--- src/hdl/clock_pkg.sv ---
// ############################
// Shared types, widths and glyph table
// for the minutes-and-seconds clock
// ############################
package clock_pkg;

    typedef enum logic [1:0] {
        MODE_CLOCK = 2'd0,
        MODE_SETUP = 2'd1,
        MODE_ALARM = 2'd2
    } mode_t;

    typedef enum logic {
        POS_SEC = 1'b0,
        POS_MIN = 1'b1
    } pos_t;

    localparam int CNT_W      = 6;
    localparam int CNT_MAX    = 59;
    localparam int DIGIT_W    = 4;
    localparam int SEG_W      = 7;
    localparam int NUM_DIGITS = 4;
    localparam int ALARM_SECS = 10;

    // Segments a..g, a is the MSB, 1 lights the segment
    function automatic logic [SEG_W-1:0] seg_of_digit(input logic [DIGIT_W-1:0] digit);
        case (digit)
            4'd0:    return 7'b1111110;
            4'd1:    return 7'b0110000;
            4'd2:    return 7'b1101101;
            4'd3:    return 7'b1111001;
            4'd4:    return 7'b0110011;
            4'd5:    return 7'b1011011;
            4'd6:    return 7'b1011111;
            4'd7:    return 7'b1110000;
            4'd8:    return 7'b1111111;
            4'd9:    return 7'b1110011;
            default: return 7'b0000000;
        endcase
    endfunction

endpackage

--- src/hdl/time_step_if.sv ---
// ############################
// Step strobes from the mode controller
// to the timekeeper counters
// ############################
interface time_step_if;

    logic run;
    logic sec_adj;
    logic min_adj;
    logic al_sec_adj;
    logic al_min_adj;

    modport ctrl (
        output run, sec_adj, min_adj, al_sec_adj, al_min_adj
    );

    modport count (
        input run, sec_adj, min_adj, al_sec_adj, al_min_adj
    );

endinterface

--- src/hdl/alarm_timer.sv ---
// ############################
// Alarm match detect and on-time counter
// ############################
module alarm_timer (
    input  logic                        clk,
    input  logic                        rst_n,
    input  logic                        i_sec_tick,
    input  logic                        i_alarm_en,
    input  logic [clock_pkg::CNT_W-1:0] i_sec,
    input  logic [clock_pkg::CNT_W-1:0] i_min,
    input  logic [clock_pkg::CNT_W-1:0] i_al_sec,
    input  logic [clock_pkg::CNT_W-1:0] i_al_min,
    output logic                        o_alarm
);

    import clock_pkg::*;

    localparam int ACNT_W = $clog2(ALARM_SECS + 1);

    logic              match;
    logic [ACNT_W-1:0] on_secs;

    assign match = (i_sec == i_al_sec) && (i_min == i_al_min);

    // Seconds elapsed since the alarm went on, saturating
    always_ff @(posedge clk or negedge rst_n) begin
        if (!rst_n) begin
            on_secs <= '0;
        end else if (!o_alarm) begin
            on_secs <= '0;
        end else if (i_sec_tick && (on_secs < ACNT_W'(ALARM_SECS))) begin
            on_secs <= on_secs + 1'b1;
        end
    end

    always_ff @(posedge clk or negedge rst_n) begin
        if (!rst_n) begin
            o_alarm <= 1'b0;
        end else if (!i_alarm_en) begin
            o_alarm <= 1'b0;
        end else if (match) begin
            o_alarm <= 1'b1;
        end else if (on_secs >= ACNT_W'(ALARM_SECS)) begin
            o_alarm <= 1'b0;
        end
    end

endmodule

--- src/hdl/button_debounce.sv ---
// ############################
// Button sampler on the debounce tick,
// one press pulse per stable press
// ############################
module button_debounce (
    input  logic       clk,
    input  logic       rst_n,
    input  logic       i_tick,
    input  logic [3:0] i_btn,
    output logic [3:0] o_press
);

    // Samples from the last two debounce ticks
    logic [3:0] samp_1;
    logic [3:0] samp_2;

    always_ff @(posedge clk or negedge rst_n) begin
        if (!rst_n) begin
            samp_1 <= '0;
            samp_2 <= '0;
        end else if (i_tick) begin
            samp_1 <= i_btn;
            samp_2 <= samp_1;
        end
    end

    // High now and on the previous tick, low the tick before that
    always_ff @(posedge clk or negedge rst_n) begin
        if (!rst_n) begin
            o_press <= '0;
        end else if (i_tick) begin
            o_press <= i_btn & samp_1 & ~samp_2;
        end else begin
            o_press <= '0;
        end
    end

endmodule

--- src/hdl/hms_clock_top.sv ---
// ############################
// Clock top level, dividers set here
// and passed down to the tick generators
// ############################
module hms_clock_top #(
    parameter int SEC_DIV  = 50_000_000,
    parameter int SCAN_DIV = 50_000,
    parameter int DEB_DIV  = 500_000
) (
    input  logic                             clk,
    input  logic                             rst_n,
    input  logic                             i_btn_mode,
    input  logic                             i_btn_pos,
    input  logic                             i_btn_adj,
    input  logic                             i_btn_alarm,
    output logic [clock_pkg::SEG_W-1:0]      o_seg,
    output logic [clock_pkg::NUM_DIGITS-1:0] o_digit_en,
    output logic                             o_alarm
);

    import clock_pkg::*;

    logic             sec_tick;
    logic             scan_tick;
    logic             deb_tick;
    logic [3:0]       press;
    mode_t            mode;
    logic             alarm_en;
    logic [CNT_W-1:0] sec;
    logic [CNT_W-1:0] min;
    logic [CNT_W-1:0] al_sec;
    logic [CNT_W-1:0] al_min;

    time_step_if step_bus ();

    tick_gen #(.DIV(SEC_DIV))  u_sec_tick  (.clk(clk), .rst_n(rst_n), .o_tick(sec_tick));
    tick_gen #(.DIV(SCAN_DIV)) u_scan_tick (.clk(clk), .rst_n(rst_n), .o_tick(scan_tick));
    tick_gen #(.DIV(DEB_DIV))  u_deb_tick  (.clk(clk), .rst_n(rst_n), .o_tick(deb_tick));

    button_debounce u_debounce (
        .clk     (clk),
        .rst_n   (rst_n),
        .i_tick  (deb_tick),
        .i_btn   ({i_btn_alarm, i_btn_adj, i_btn_pos, i_btn_mode}),
        .o_press (press)
    );

    mode_ctrl u_ctrl (
        .clk        (clk),
        .rst_n      (rst_n),
        .i_sec_tick (sec_tick),
        .i_press    (press),
        .o_mode     (mode),
        .o_alarm_en (alarm_en),
        .step       (step_bus)
    );

    timekeeper u_time (
        .clk      (clk),
        .rst_n    (rst_n),
        .step     (step_bus),
        .o_sec    (sec),
        .o_min    (min),
        .o_al_sec (al_sec),
        .o_al_min (al_min)
    );

    alarm_timer u_alarm (
        .clk        (clk),
        .rst_n      (rst_n),
        .i_sec_tick (sec_tick),
        .i_alarm_en (alarm_en),
        .i_sec      (sec),
        .i_min      (min),
        .i_al_sec   (al_sec),
        .i_al_min   (al_min),
        .o_alarm    (o_alarm)
    );

    seg_display u_disp (
        .clk         (clk),
        .rst_n       (rst_n),
        .i_scan_tick (scan_tick),
        .i_mode      (mode),
        .i_sec       (sec),
        .i_min       (min),
        .i_al_sec    (al_sec),
        .i_al_min    (al_min),
        .o_seg       (o_seg),
        .o_digit_en  (o_digit_en)
    );

endmodule

--- src/hdl/mode_ctrl.sv ---
// ############################
// Mode, position and alarm enable state,
// routes ticks and adjust presses to strobes
// ############################
module mode_ctrl (
    input  logic              clk,
    input  logic              rst_n,
    input  logic              i_sec_tick,
    input  logic [3:0]        i_press,
    output clock_pkg::mode_t  o_mode,
    output logic              o_alarm_en,
    time_step_if.ctrl         step
);

    import clock_pkg::*;

    // Press bit order
    localparam int BTN_MODE  = 0;
    localparam int BTN_POS   = 1;
    localparam int BTN_ADJ   = 2;
    localparam int BTN_ALARM = 3;

    mode_t mode;
    pos_t  pos;

    always_ff @(posedge clk or negedge rst_n) begin
        if (!rst_n) begin
            mode       <= MODE_CLOCK;
            pos        <= POS_SEC;
            o_alarm_en <= 1'b0;
        end else begin
            if (i_press[BTN_MODE]) begin
                case (mode)
                    MODE_CLOCK: mode <= MODE_SETUP;
                    MODE_SETUP: mode <= MODE_ALARM;
                    default:    mode <= MODE_CLOCK;
                endcase
            end
            if (i_press[BTN_POS]) begin
                pos <= (pos == POS_SEC) ? POS_MIN : POS_SEC;
            end
            if (i_press[BTN_ALARM]) begin
                o_alarm_en <= ~o_alarm_en;
            end
        end
    end

    assign o_mode = mode;

    always_comb begin
        // Clock stops only in setup
        step.run        = i_sec_tick && (mode != MODE_SETUP);
        step.sec_adj    = 1'b0;
        step.min_adj    = 1'b0;
        step.al_sec_adj = 1'b0;
        step.al_min_adj = 1'b0;
        if (i_press[BTN_ADJ]) begin
            case (mode)
                MODE_SETUP: begin
                    step.sec_adj = (pos == POS_SEC);
                    step.min_adj = (pos == POS_MIN);
                end
                MODE_ALARM: begin
                    step.al_sec_adj = (pos == POS_SEC);
                    step.al_min_adj = (pos == POS_MIN);
                end
                default: ;
            endcase
        end
    end

endmodule

--- src/hdl/seg_display.sv ---
// ############################
// Four-digit multiplexed display of mm:ss,
// alarm time shown in alarm mode
// ############################
module seg_display (
    input  logic                             clk,
    input  logic                             rst_n,
    input  logic                             i_scan_tick,
    input  clock_pkg::mode_t                 i_mode,
    input  logic [clock_pkg::CNT_W-1:0]      i_sec,
    input  logic [clock_pkg::CNT_W-1:0]      i_min,
    input  logic [clock_pkg::CNT_W-1:0]      i_al_sec,
    input  logic [clock_pkg::CNT_W-1:0]      i_al_min,
    output logic [clock_pkg::SEG_W-1:0]      o_seg,
    output logic [clock_pkg::NUM_DIGITS-1:0] o_digit_en
);

    import clock_pkg::*;

    localparam int SCAN_W = $clog2(NUM_DIGITS);

    logic [CNT_W-1:0]   show_sec;
    logic [CNT_W-1:0]   show_min;
    logic [DIGIT_W-1:0] digits [NUM_DIGITS];
    logic [SCAN_W-1:0]  scan;

    assign show_sec = (i_mode == MODE_ALARM) ? i_al_sec : i_sec;
    assign show_min = (i_mode == MODE_ALARM) ? i_al_min : i_min;

    // Units first, minutes tens last
    assign digits[0] = DIGIT_W'(show_sec % 10);
    assign digits[1] = DIGIT_W'(show_sec / 10);
    assign digits[2] = DIGIT_W'(show_min % 10);
    assign digits[3] = DIGIT_W'(show_min / 10);

    always_ff @(posedge clk or negedge rst_n) begin
        if (!rst_n) begin
            scan <= '0;
        end else if (i_scan_tick) begin
            if (scan == SCAN_W'(NUM_DIGITS - 1)) begin
                scan <= '0;
            end else begin
                scan <= scan + 1'b1;
            end
        end
    end

    // Active low digit enable
    assign o_digit_en = ~(NUM_DIGITS'(1) << scan);
    assign o_seg      = seg_of_digit(digits[scan]);

endmodule

--- src/hdl/tick_gen.sv ---
// ############################
// Clock divider, one-cycle enable every DIV clocks
// ############################
module tick_gen #(
    parameter int DIV = 4
) (
    input  logic clk,
    input  logic rst_n,
    output logic o_tick
);

    localparam int CW = (DIV > 1) ? $clog2(DIV) : 1;

    logic [CW-1:0] cnt;

    always_ff @(posedge clk or negedge rst_n) begin
        if (!rst_n) begin
            cnt <= '0;
        end else if (cnt == CW'(DIV - 1)) begin
            cnt <= '0;
        end else begin
            cnt <= cnt + 1'b1;
        end
    end

    // High in the last count of each period
    assign o_tick = (cnt == CW'(DIV - 1));

endmodule

--- src/hdl/timekeeper.sv ---
// ############################
// Running time and alarm time counters,
// stepped by the controller strobes
// ############################
module timekeeper (
    input  logic                        clk,
    input  logic                        rst_n,
    time_step_if.count                  step,
    output logic [clock_pkg::CNT_W-1:0] o_sec,
    output logic [clock_pkg::CNT_W-1:0] o_min,
    output logic [clock_pkg::CNT_W-1:0] o_al_sec,
    output logic [clock_pkg::CNT_W-1:0] o_al_min
);

    import clock_pkg::*;

    function automatic logic [CNT_W-1:0] inc_wrap(input logic [CNT_W-1:0] val);
        return (val == CNT_W'(CNT_MAX)) ? '0 : val + 1'b1;
    endfunction

    // Running time, carry only on the second tick
    always_ff @(posedge clk or negedge rst_n) begin
        if (!rst_n) begin
            o_sec <= '0;
            o_min <= '0;
        end else if (step.run) begin
            o_sec <= inc_wrap(o_sec);
            if (o_sec == CNT_W'(CNT_MAX)) begin
                o_min <= inc_wrap(o_min);
            end
        end else begin
            if (step.sec_adj) begin
                o_sec <= inc_wrap(o_sec);
            end
            if (step.min_adj) begin
                o_min <= inc_wrap(o_min);
            end
        end
    end

    // Alarm time, set by hand only
    always_ff @(posedge clk or negedge rst_n) begin
        if (!rst_n) begin
            o_al_sec <= '0;
            o_al_min <= '0;
        end else begin
            if (step.al_sec_adj) begin
                o_al_sec <= inc_wrap(o_al_sec);
            end
            if (step.al_min_adj) begin
                o_al_min <= inc_wrap(o_al_min);
            end
        end
    end

endmodule

--- config.mk ---
export PLATFORM = sky130hd
export DESIGN_NAME = hms_clock_top
export DESIGN_NICKNAME = d
export VERILOG_FILES = /design/src/hdl/clock_pkg.sv /design/src/hdl/time_step_if.sv /design/src/hdl/alarm_timer.sv /design/src/hdl/button_debounce.sv /design/src/hdl/hms_clock_top.sv /design/src/hdl/mode_ctrl.sv /design/src/hdl/seg_display.sv /design/src/hdl/tick_gen.sv /design/src/hdl/timekeeper.sv
export SDC_FILE = /design/constraint.sdc
export NUM_CORES = 1
export LEC_CHECK = 0
export BUFFER_PORTS_ARGS = -buffer_cell sky130_fd_sc_hd__buf_4
export CAP_MARGIN = 20
export CORE_MARGIN = 2
export CORE_UTILIZATION = 55
export CTS_CLUSTER_SIZE = 30
export DETAILED_ROUTE_END_ITERATION = 8
export PLACE_DENSITY = 0.8
export SETUP_SLACK_MARGIN = 0.15
export SYNTH_ARGS = -nofsm -noshare
export SYNTH_HDL_FRONTEND = slang
export SYNTH_SLANG_ARGS = --single-unit
--- constraint.sdc ---
create_clock -name clk -period 15 [get_ports clk]
set_clock_uncertainty 0.15 [all_clocks]
set_input_delay 3.75 -clock clk [delete_from_list [all_inputs] [get_ports clk]]
set_output_delay 3.75 -clock clk [all_outputs]
set_load 0.05 [all_outputs]
## Yosys cells after proc, flatten, opt, wreduce, memory -nomap -nowiden

Memory sizes are Yosys's and may differ from the RTL's.
Index checks and enable logic that the tools add are counted.

| word-level totals | value |
|---|---|
| flip-flop bits (word level) | 108 |
| memory bits (read-only) | 112 |
| input port bits | 6 |
| output and inout port bits | 12 |
| logic and storage cells | 98 |
| memories kept | 1 |

| operators by class | value |
|---|---|
| add/subtract/negate cells | 9 |
| div/mod/pow operators | 4 |
| order comparisons | 3 |
| equal/unequal tests | 16 |
| shift operators | 1 |
| muxes and demuxes | 34 |
| bitwise operators | 7 |
| reduce and logical (&&, ||, !) cells | 7 |

Memories:

| memory | words | bits a word | read ports | clocked after memory_dff | write ports | RTL line | RTL |
|---|---|---|---|---|---|---|---|
| (name not given) | 16 | 7 | 1 | 0 | 0 | clock_pkg.sv:27 | `case (digit)` |

Operator list:

| cell | count |
|---|---|
| 6-bit 2-to-1 mux | 11 |
| 6-bit by 4-bit divider with 32-bit output (second input constant) | 2 |
| 6-bit by 4-bit remainder unit with 32-bit output (second input constant) | 2 |
| 26-bit by 1-bit adder with 26-bit output (second input constant) | 1 |
| 26-bit equality test (second input constant) | 1 |
| 26-bit 2-to-1 mux | 1 |
| 6-bit by 1-bit adder with 6-bit output (second input constant) | 4 |
| 6-bit equality test (second input constant) | 4 |
| 4-bit 2-to-1 mux | 5 |
| 19-bit by 1-bit adder with 19-bit output (second input constant) | 1 |
| 19-bit equality test (second input constant) | 1 |
| 19-bit 2-to-1 mux | 1 |
| 16-bit by 1-bit adder with 16-bit output (second input constant) | 1 |
| 16-bit equality test (second input constant) | 1 |
| 16-bit 2-to-1 mux | 1 |
| 6-bit equality test | 2 |
| 1-bit 2-to-1 mux | 12 |
| 4-bit AND | 2 |
| 4-bit binary-select mux with 2-bit select | 1 |
| 4-bit inverter | 2 |
| 4-bit by 1-bit adder with 4-bit output (second input constant) | 1 |
| 2-bit equality test (second input constant) | 2 |
| 4-bit greater-or-equal comparator (second input constant) | 1 |
| 4-bit < comparator (second input constant) | 1 |
| other kinds (15) | 20 |

## Depth between registers and ports, before layout

Gate-level depths: netlist of run 1.
An unclocked memory read counts as a cell.

| logic depth | value |
|---|---|
| word-level depth | 7 |
| gate-level depth with buffers | 23 |

## Cells and area by module

A second synthesis of run 1 with hierarchy kept.

| second synthesis, totals | value |
|---|---|
| cell total of the unflattened synthesis | 729 |
| area, all modules | 7,035.5 um2 |

Modules (own cells, without submodules):

| module | times used | cells an instance | area an instance (um2) |
|---|---|---|---|
| seg_display | 1 | 236 | 1,766.7 |
| tick_gen at u_sec_tick | 1 | 134 | 1,337.5 |
| timekeeper | 1 | 122 | 1,207.4 |
| tick_gen at u_deb_tick | 1 | 85 | 917.1 |
| tick_gen at u_scan_tick | 1 | 67 | 762.0 |
| button_debounce | 1 | 25 | 465.4 |
| alarm_timer | 1 | 41 | 389.1 |
| mode_ctrl | 1 | 19 | 190.2 |

## Worst setup path before layout of run 1

No wires, ideal clock.

| timing path | value |
|---|---|
| path type | register to output |
| from | reg u_ctrl.mode[0] (netlist: u_ctrl.o_mode[0]) |
| to | out o_seg[6] (netlist bit) |
| arrival time | 5.001 ns |
| data required time | 11.100 ns |
| path slack | 6.099 ns |
| cell stages (with the launch flop) | 22 |
| buffers on the path | 2 |
| path through | dfrtp_1 > buf_2 > and2b_4 > buf_2 > mux2i_1 > inv_1 > ha_1 > inv_1 > o211ai_1 > ha_1 > nand2b_1 > o221ai_1 > or3b_2 > a211oi_2 > a32o_1 > nand2_1 > a31oi_1 > inv_1 > ha_1 > a31oi_1 > a31oi_1 > o22ai_1 |

| between the ends | value |
|---|---|
| cells in the longest elaborated chain, start to end | 7 |
| elaborated cells between the ends (all ways) | 11 |
| classes of those cells | div: 4; eq/ne: 1; mux: 5; memory: 1 |

Ends and longest elaborated chain:

| what | RTL line | RTL |
|---|---|---|
| start, declared | mode_ctrl.sv:23 | `mode_t mode;` |
| start signal, assigned | mode_ctrl.sv:28 | `mode <= MODE_CLOCK;` |
| start signal, assigned | mode_ctrl.sv:34 | `MODE_CLOCK: mode <= MODE_SETUP;` |
| start signal, assigned | mode_ctrl.sv:35 | `MODE_SETUP: mode <= MODE_ALARM;` |
| 2-bit equality test (*) | seg_display.sv:27, seg_display.sv:28 |  |
| 6-bit 2-to-1 mux (on tied branches) | seg_display.sv:28, seg_display.sv:27 |  |
| 6-bit by 4-bit divider with 32-bit output, or another cell as far along | seg_display.sv:34 | `assign digits[3] = DIGIT_W'(show_min / 10);` |
| 4-bit binary-select mux with 2-bit select (*) | seg_display.sv:50 | `assign o_seg = seg_of_digit(digits[scan]);` |
| 4-bit 2-to-1 mux (implied by the code) (*) (2 in a row) | seg_display.sv:50 |  |
| memory read 16 x 7 bit (*) | - |  |
| end, declared | hms_clock_top.sv:16 | `output logic [clock_pkg::SEG_W-1:0] o_seg,` |

Every way passes the cells marked *; elsewhere a longest branch is shown, timed or not. The select of a mux whose other input is x is not followed.

## Worst setup path in the final report of run 1

| timing path | value |
|---|---|
| from | reg u_ctrl.mode[0] (netlist: u_ctrl.o_mode[0]) |
| to | out o_seg[1] (netlist bit) |

The elaborated chain is that of the path after synthesis.

==> results.yml, run 1 <==
detailed_routing:
  drt-initial-drc-count: 308
  wirelength_mm: 14.0
  viasPerCell: 6.12
  ant_nets: 0
  wl_per_cell_um: 15.8
  drc: 0
  vias: 5450
  drtPass1Iterations: 4
logic_synthesis:
  yosys.area.top_type: "dfrtp_1"
  synth.most_common_cell: "dfrtp_1"
  ys_warn_count: 0
  syn_area_sq_mm: 0.00676
  yosys.area.top_type_share: 0.400
  syn_inst: 734
  syn_avg_cell_area_sq_um: 9.21
  seq_area_frac_synth: 0.400
  synth_area_leaders: "dfrtp_1, ha_1, xor2_1, nand2_1, nor2_1"
  synth_edf_count: 0
  synth_cell_types: 82
  ys.flop_type: "dfrtp_1"
  async_reset_ff_frac: 1.00
  ys_ff_latch: 108
  synth_common_cells: "dfrtp_1, nand2_1, nor2_1, o21ai_0"
  synth_nets: 769
timing:
  drv_slew: 0
  fin_setup_tns_ns: 0
  post-route-min-period_ns: 9.75
  rsz0062_at_grt: "false"
  fmax_mhz: 103
  setup_viol: 0
  hold_viol_final: 0
  tightest_slew_ns: 0.940
  period_share: 0.650
  maxSlewHeadroom: 0.373
cells_and_area:
  syn2layout_area_growth_pct: 7.90
  antennaDiodeCount: 0
  multi_input_area_sq_mm: 0.00384
  final_util: 0.608
  nFillCells: 1003
  regArea_sq_mm: 0.00270
  layout-drive-gt1-share: 0.0956
  layout.nets: 774
cts:
  cts_tree: "done"
  cts_setup_buffers: 0
  clockBufferDepth: 2
  cts.sinks: 108
  clock_latency_ns: 0.34
  cts_made_buffers: 9
  cts_hold_buf: 0
  cts-htree-levels: 3
  path_clk_slew_ns: 0.07
  cts_root_buffer: "clkbuf_16"
  cts-resized-gates: 0
global_routing:
  grt_pass1_vias: 5290
  grt_start_max_net_pins: 78
  top_usage_layer: "met2"
  gr-usage-all-layers: 0.225
  grtUsageMet1: 0.299
  use_met2: 0.380
  antenna_found_initial: 0
  grt_pass1_wl_mm: 24.4
  grt-ovfl-total: 0
  use_met3: 0.0348
power:
  p_switching_uw: 108
  pwr-share-comb: 0.012
  clkPwrFrac: 0.454
  vdd_ir_drop_max_mv: 0.0659
  internal_power_uw: 438
  leakagePower_uw: 0.00330
  p_per_area_mw_per_mm2: 74.7
  p_sw_frac: 0.197
  seqPwrFrac: 0.534
die:
  core_sq_mm: 0.0120
  ios: 18
  die_w_um: 115
  start_util: 0.563
  rows: 40
  fp.dieArea_sq_mm: 0.0132
  die_h_um: 115
setup_path:
  crit_fanout: 26
  arrival_ns: 5.85
  path_class: "register to output pin"
  start_kind: "register"
  cp.required_ns: 11.10
  end_kind: "output pin"
run:
  max_cap_violations: 0
placement:
  place.gp.congestion: 0.916
  dpl.hpwl_mm: 9.92
  port_buffers: 17
status:
  outcome: "finished, final reports clean"
hold_path:
  hp-class: "register to register"
[routing by layer]
layer | share of wire | up-vias | wire [um]
li1 | - | 2636 | -
met1 | 0.46 | 2681 | 6430
met2 | 0.50 | 118 | 6950
met3 | 0.033 | 15 | 457
met4 | 0.014 | 0 | 195
met5 | 0 | - | 0
[worst paths after layout]
path	startpoint	endpoint	slack (ns)	depth (start not counted)
worst min-delay path	u_debounce.o_press[1]	u_ctrl.pos	0.31	1
min in group asynchronous	rst_n	u_alarm.on_secs[2]	3.18	1
worst max register to register	u_sec_tick.cnt[2]	u_sec_tick.cnt[23]	12.57	9
max in group asynchronous	rst_n	u_time.o_al_sec[4]	10.24	2
worst max-delay path	u_ctrl.o_mode[0]	o_seg[1]	5.25	21
worst min register to register	u_debounce.o_press[1]	u_ctrl.pos	0.31	1
[area by class of cell]
type / instances / area share
clock buffers: 11 / 0.0319
clock inverters: 4 / 0.0103
inverters: 30 / 0.0154
multi-input cells: 570 / 0.526
flip-flops and latches: 108 / 0.370
well taps: 147 / 0.0252
repair buffers: 20 / 0.0206
[per-stage QoR]
step / hold WS, ns / total power [uW] / area [sq um] / setup slack [ns] / instances
5_1_grt: 0.324 / 562 / 7300 / 4.72 / 890
6_report: 0.308 / 545 / 7300 / 5.25 / 890
3_3_place_gp: 0.272 / 303 / 6990 / 6.21 / 875
4_1_cts: 0.316 / 550 / 7300 / 5.40 / 890
3_5_place_dp: 0.275 / 304 / 6990 / 5.84 / 875
2_1_floorplan: 0.267 / 297 / 6760 / 6.10 / 734
[flip-flops by register name, summed over array words and instances (netlist names)]
signal and count:
u_sec_tick.cnt 26, u_deb_tick.cnt 19, u_scan_tick.cnt 16, u_time.o_al_min 6, u_time.o_al_sec 6, u_time.o_min 6, u_time.o_sec 6, u_alarm.on_secs 4
u_debounce.o_press 4, u_debounce.samp_1 4, u_debounce.samp_2 4, u_ctrl.o_mode 2, u_disp.scan 2, u_alarm.o_alarm 1, u_ctrl.o_alarm_en 1, u_ctrl.pos 1
[worst max-delay path, stage by stage (launching register included)]
cell and delay [ns]:
dfrtp_1 0.49, nand2b_4 0.40, mux2i_1 0.40, inv_2 0.09, ha_1 0.22, nand2b_1 0.17, ha_1 0.34, nand2b_1 0.16
o221ai_1 0.32, o221ai_1 0.26, a2111oi_0 0.48, a31oi_1 0.18, and4_1 0.23, nor3_1 0.49, nand2_1 0.23, inv_1 0.16
ha_1 0.21, inv_1 0.06, a31oi_1 0.17, a31oi_1 0.06, o22ai_1 0.15, buf_4 0.22
[power by group through the flow]
stage / combinational, uW / sequential, uW / clock, uW
2_1_floorplan: 0.0105 / 297 / 0
3_3_place_gp: 6.75 / 297 / 0
3_5_place_dp: 7.09 / 297 / 0
4_1_cts: 7.12 / 291 / 252
5_1_grt: 7.91 / 291 / 263
6_report: 6.60 / 291 / 248
[layout by cell type (no fill, tap or decap), drive strengths merged, types with 20 or more instances in the layout]
master / instances
nor2: 73
o21ai: 44
inv: 30
xor2: 41
nand2: 77
dfrtp: 108
buf: 20
xnor2: 27
nand3: 41
ha: 29
[kinds of logic after synthesis]
| family | after synthesis | synth area share |
|---|---|---|
| compound gates | 151 | 0.160 |
| xor+xnor | 68 | 0.0881 |
| fa+ha+maj | 29 | 0.0537 |
| buf+inv | 56 | 0.0340 |
| flops | 108 | 0.400 |
| mux | 25 | 0.0438 |
| simple gates | 297 | 0.221 |
Power figures use the tool's default switching activity.
==> inputs of run 2 (changes only) <==
--- a/config.mk
+++ b/config.mk
@@ -5,13 +5,14 @@
 export SDC_FILE = /design/constraint.sdc
 export NUM_CORES = 1
 export LEC_CHECK = 0
+export ABC_AREA = 1
 export BUFFER_PORTS_ARGS = -buffer_cell sky130_fd_sc_hd__buf_4
 export CAP_MARGIN = 20
 export CORE_MARGIN = 2
 export CORE_UTILIZATION = 55
 export CTS_CLUSTER_SIZE = 30
 export DETAILED_ROUTE_END_ITERATION = 8
-export PLACE_DENSITY = 0.8
+export PLACE_DENSITY = 0.82
 export SETUP_SLACK_MARGIN = 0.15
 export SYNTH_ARGS = -nofsm -noshare
 export SYNTH_HDL_FRONTEND = slang
==> constraint.sdc (replaced) <==
create_clock -name clk -period 8.3 [get_ports clk]
set_clock_uncertainty 0.15 [all_clocks]
set_input_delay 2.075 -clock clk [delete_from_list [all_inputs] [get_ports clk]]
set_output_delay 2.075 -clock clk [all_outputs]
set_load 0.05 [all_outputs]
==> results.yml, run 2 <==
cells_and_area:
  largestRegisters: "u_sec_tick.cnt x26, u_deb_tick.cnt x19, u_scan_tick.cnt x16"
  fin_cells: 1142
  layout.nets: 1000
  layout_commonest_cell: "nand2_1"
  antennaDiodeCount: 0
  regArea_sq_mm: 0.00270
  top_register: "u_sec_tick.cnt"
  syn2layout_area_growth_pct: 8.52
  layout-drive-gt1-share: 0.145
  largest_reg_flops: 26
  nFillCells: 1132
  final_cell_mix: "nand2_1, inv_1, dfrtp_1"
  multi_input_area_sq_mm: 0.00375
status:
  outcome: "finished, final reports clean"
placement:
  port_buffers: 17
  dpl.hpwl_mm: 9.91
  place.gp.congestion: 0.876
  place_inst: 1126
logic_synthesis:
  synth_common_cells: "nand2_1, inv_1, dfrtp_1, nor2_1, nand3_1"
  synth_edf_count: 0
  ys_warn_count: 0
  syn_inst: 943
  ys.flop_type: "dfrtp_1"
  synth_nets: 978
  syn_avg_cell_area_sq_um: 7.65
  yosys.area.top_type_share: 0.375
  syn_area_sq_mm: 0.00721
  synth_area_leaders: "dfrtp_1, nand2_1, inv_1, ha_1, nand3_1"
  ys_ff_latch: 108
  synth.most_common_cell: "nand2_1"
  synth_cell_types: 53
  async_reset_ff_frac: 1.00
  seq_area_frac_synth: 0.375
  yosys.area.top_type: "dfrtp_1"
detailed_routing:
  drtPass1Iterations: 5
  drt-initial-drc-count: 272
  ant_nets: 0
  wirelength_mm: 13.5
  wl_per_cell_um: 11.8
  vias: 5962
  viasPerCell: 5.22
  drc: 0
cts:
  cts_root_buffer: "clkbuf_16"
  path_clk_slew_ns: 0.07
  cts-htree-levels: 3
  clockBufferDepth: 2
  clock_latency_ns: 0.36
  cts-resized-gates: 0
  cts_setup_buffers: 0
  cts_made_buffers: 9
  cts.sinks: 108
  cts_tree: "done"
  cts_hold_buf: 0
setup_path:
  r2r-start: "u_sec_tick.cnt[0]"
  rrSetupSlack_ns: 5.39
  reg2reg_depth: 19
  crit_top_cell: "nand2_1"
  end_kind: "output pin"
  crit_end: "o_seg[3]"
  rr_endpoint: "u_sec_tick.cnt[24]"
  crit_fanout: 31
  cp.required_ns: 6.08
  arrival_ns: 4.38
  start_kind: "register"
  path_class: "register to output pin"
  worstSetupStartpoint: "u_ctrl.o_mode[1]"
  worst_path_largest_cell_delay_ns: 0.51
  critical_path.slowest_cell: "dfrtp_1"
hold_path:
  hp-class: "register to register"
timing:
  hold_viol_final: 0
  setup_viol: 0
  post-route-min-period_ns: 6.61
  fin_setup_tns_ns: 0
  period_share: 0.796
  drv_slew: 0
  maxSlewHeadroom: 0.397
  hold_ws_ns: 0.293
  tightest_slew_ns: 0.905
  fmax_mhz: 151
  rsz0062_at_grt: "false"
power:
  p_per_area_mw_per_mm2: 128
  leakagePower_uw: 0.00399
  vdd_ir_drop_max_mv: 0.147
global_routing:
  grt_pass1_wl_mm: 23.9
  antenna_found_initial: 0
  grt-ovfl-total: 0
  grt_start_max_net_pins: 75
  gr-usage-all-layers: 0.203
  grt_pass1_vias: 5604
run:
  max_cap_violations: 0
die:
  ios: 18
  core_sq_mm: 0.0127
  die_h_um: 119
  start_util: 0.567
  rows: 41
  die_w_um: 119
  fp.dieArea_sq_mm: 0.0140
[run 2: cell types whose count changed after synthesis, moves of 14 or more]
| cell | before | now |
|---|---|---|
| clkbuf_1 | 18 | 4 |
| inv_1 | 27 | 172 |
| nor3_1 | 19 | 39 |
| nand3_1 | 41 | 64 |
| xnor2_1 | 27 | 2 |
| nand2_2 | 0 | 21 |
| a21oi_1 | 18 | 37 |
| nand2_4 | 0 | 17 |
| xor2_1 | 41 | 15 |
| nand2_1 | 77 | 177 |
[run 2: cell type report]
type | count | share of cell area
clock buffer | 9 | 0.0288
inverter | 185 | 0.0892
multi-input combinational | 641 | 0.479
tap | 172 | 0.0275
timing repair buffer | 20 | 0.0192
sequential | 108 | 0.345
clock inverter | 7 | 0.0117
[run 2: critical path: cells and delay by family (launching register included)]
kind,cells,cell delay [ns]
adders and majority gates,3,0.78
DFF,1,0.51
AOI/OAI and AO/OA,2,0.30
buffers and inverters,5,0.53
and+or+nand+nor,16,1.88
[run 2: logic make-up after synthesis]
logic type	synth area share
AO/OA/AOI/OAI	0.104
XOR/XNOR	0.0206
adder cells (fa/ha/maj)	0.0503
buffers and inverters	0.107
flip-flops	0.375
AND/OR/NAND/NOR	0.344
[run 2: worst min-delay path by stage]
stage | startpoint | slack, ns | cells after the start | endpoint
2_1_floorplan | u_debounce.samp_2[0] | 0.26 | 1 | u_debounce.o_press[0]
3_3_place_gp | u_debounce.samp_2[3] | 0.27 | 1 | u_debounce.o_press[3]
3_5_place_dp | u_debounce.samp_2[1] | 0.28 | 1 | u_debounce.o_press[1]
4_1_cts | u_debounce.o_press[3] | 0.29 | 1 | u_ctrl.o_alarm_en
5_1_grt | u_debounce.samp_2[2] | 0.31 | 1 | u_debounce.o_press[2]
6_report | u_debounce.o_press[3] | 0.29 | 1 | u_ctrl.o_alarm_en
[run 2: stage by stage]
stage	total power, uW	setup slack, ns	util	area, sq um
after floorplan	542	2.40	-	7210
after global placement	556	2.27	0.590	7510
after detailed placement	556	2.08	0.590	7510
after CTS	1010	1.68	0.615	7830
after global routing	1040	1.29	0.615	7830
final	1000	1.69	0.615	7830
[run 2: metal layers]
| metal | track usage | vias up | share of wire |
|---|---|---|---|
| li1 | - | 3072 | - |
| met2 | 0.343 | 109 | 0.48 |
| met3 | 0.0367 | 20 | 0.034 |
| met5 | 0 | - | 0 |
| met4 | 0.0707 | 0 | 0.020 |
| met1 | 0.260 | 2761 | 0.47 |
[run 2: report_power, final]
part	switching [uW]	leakage, uW	internal (uW)
Clock	195	0.000155	263
Combinational	13.5	0.00240	3.13
Sequential	1.04	0.00144	527
Total	210	0.00399	793
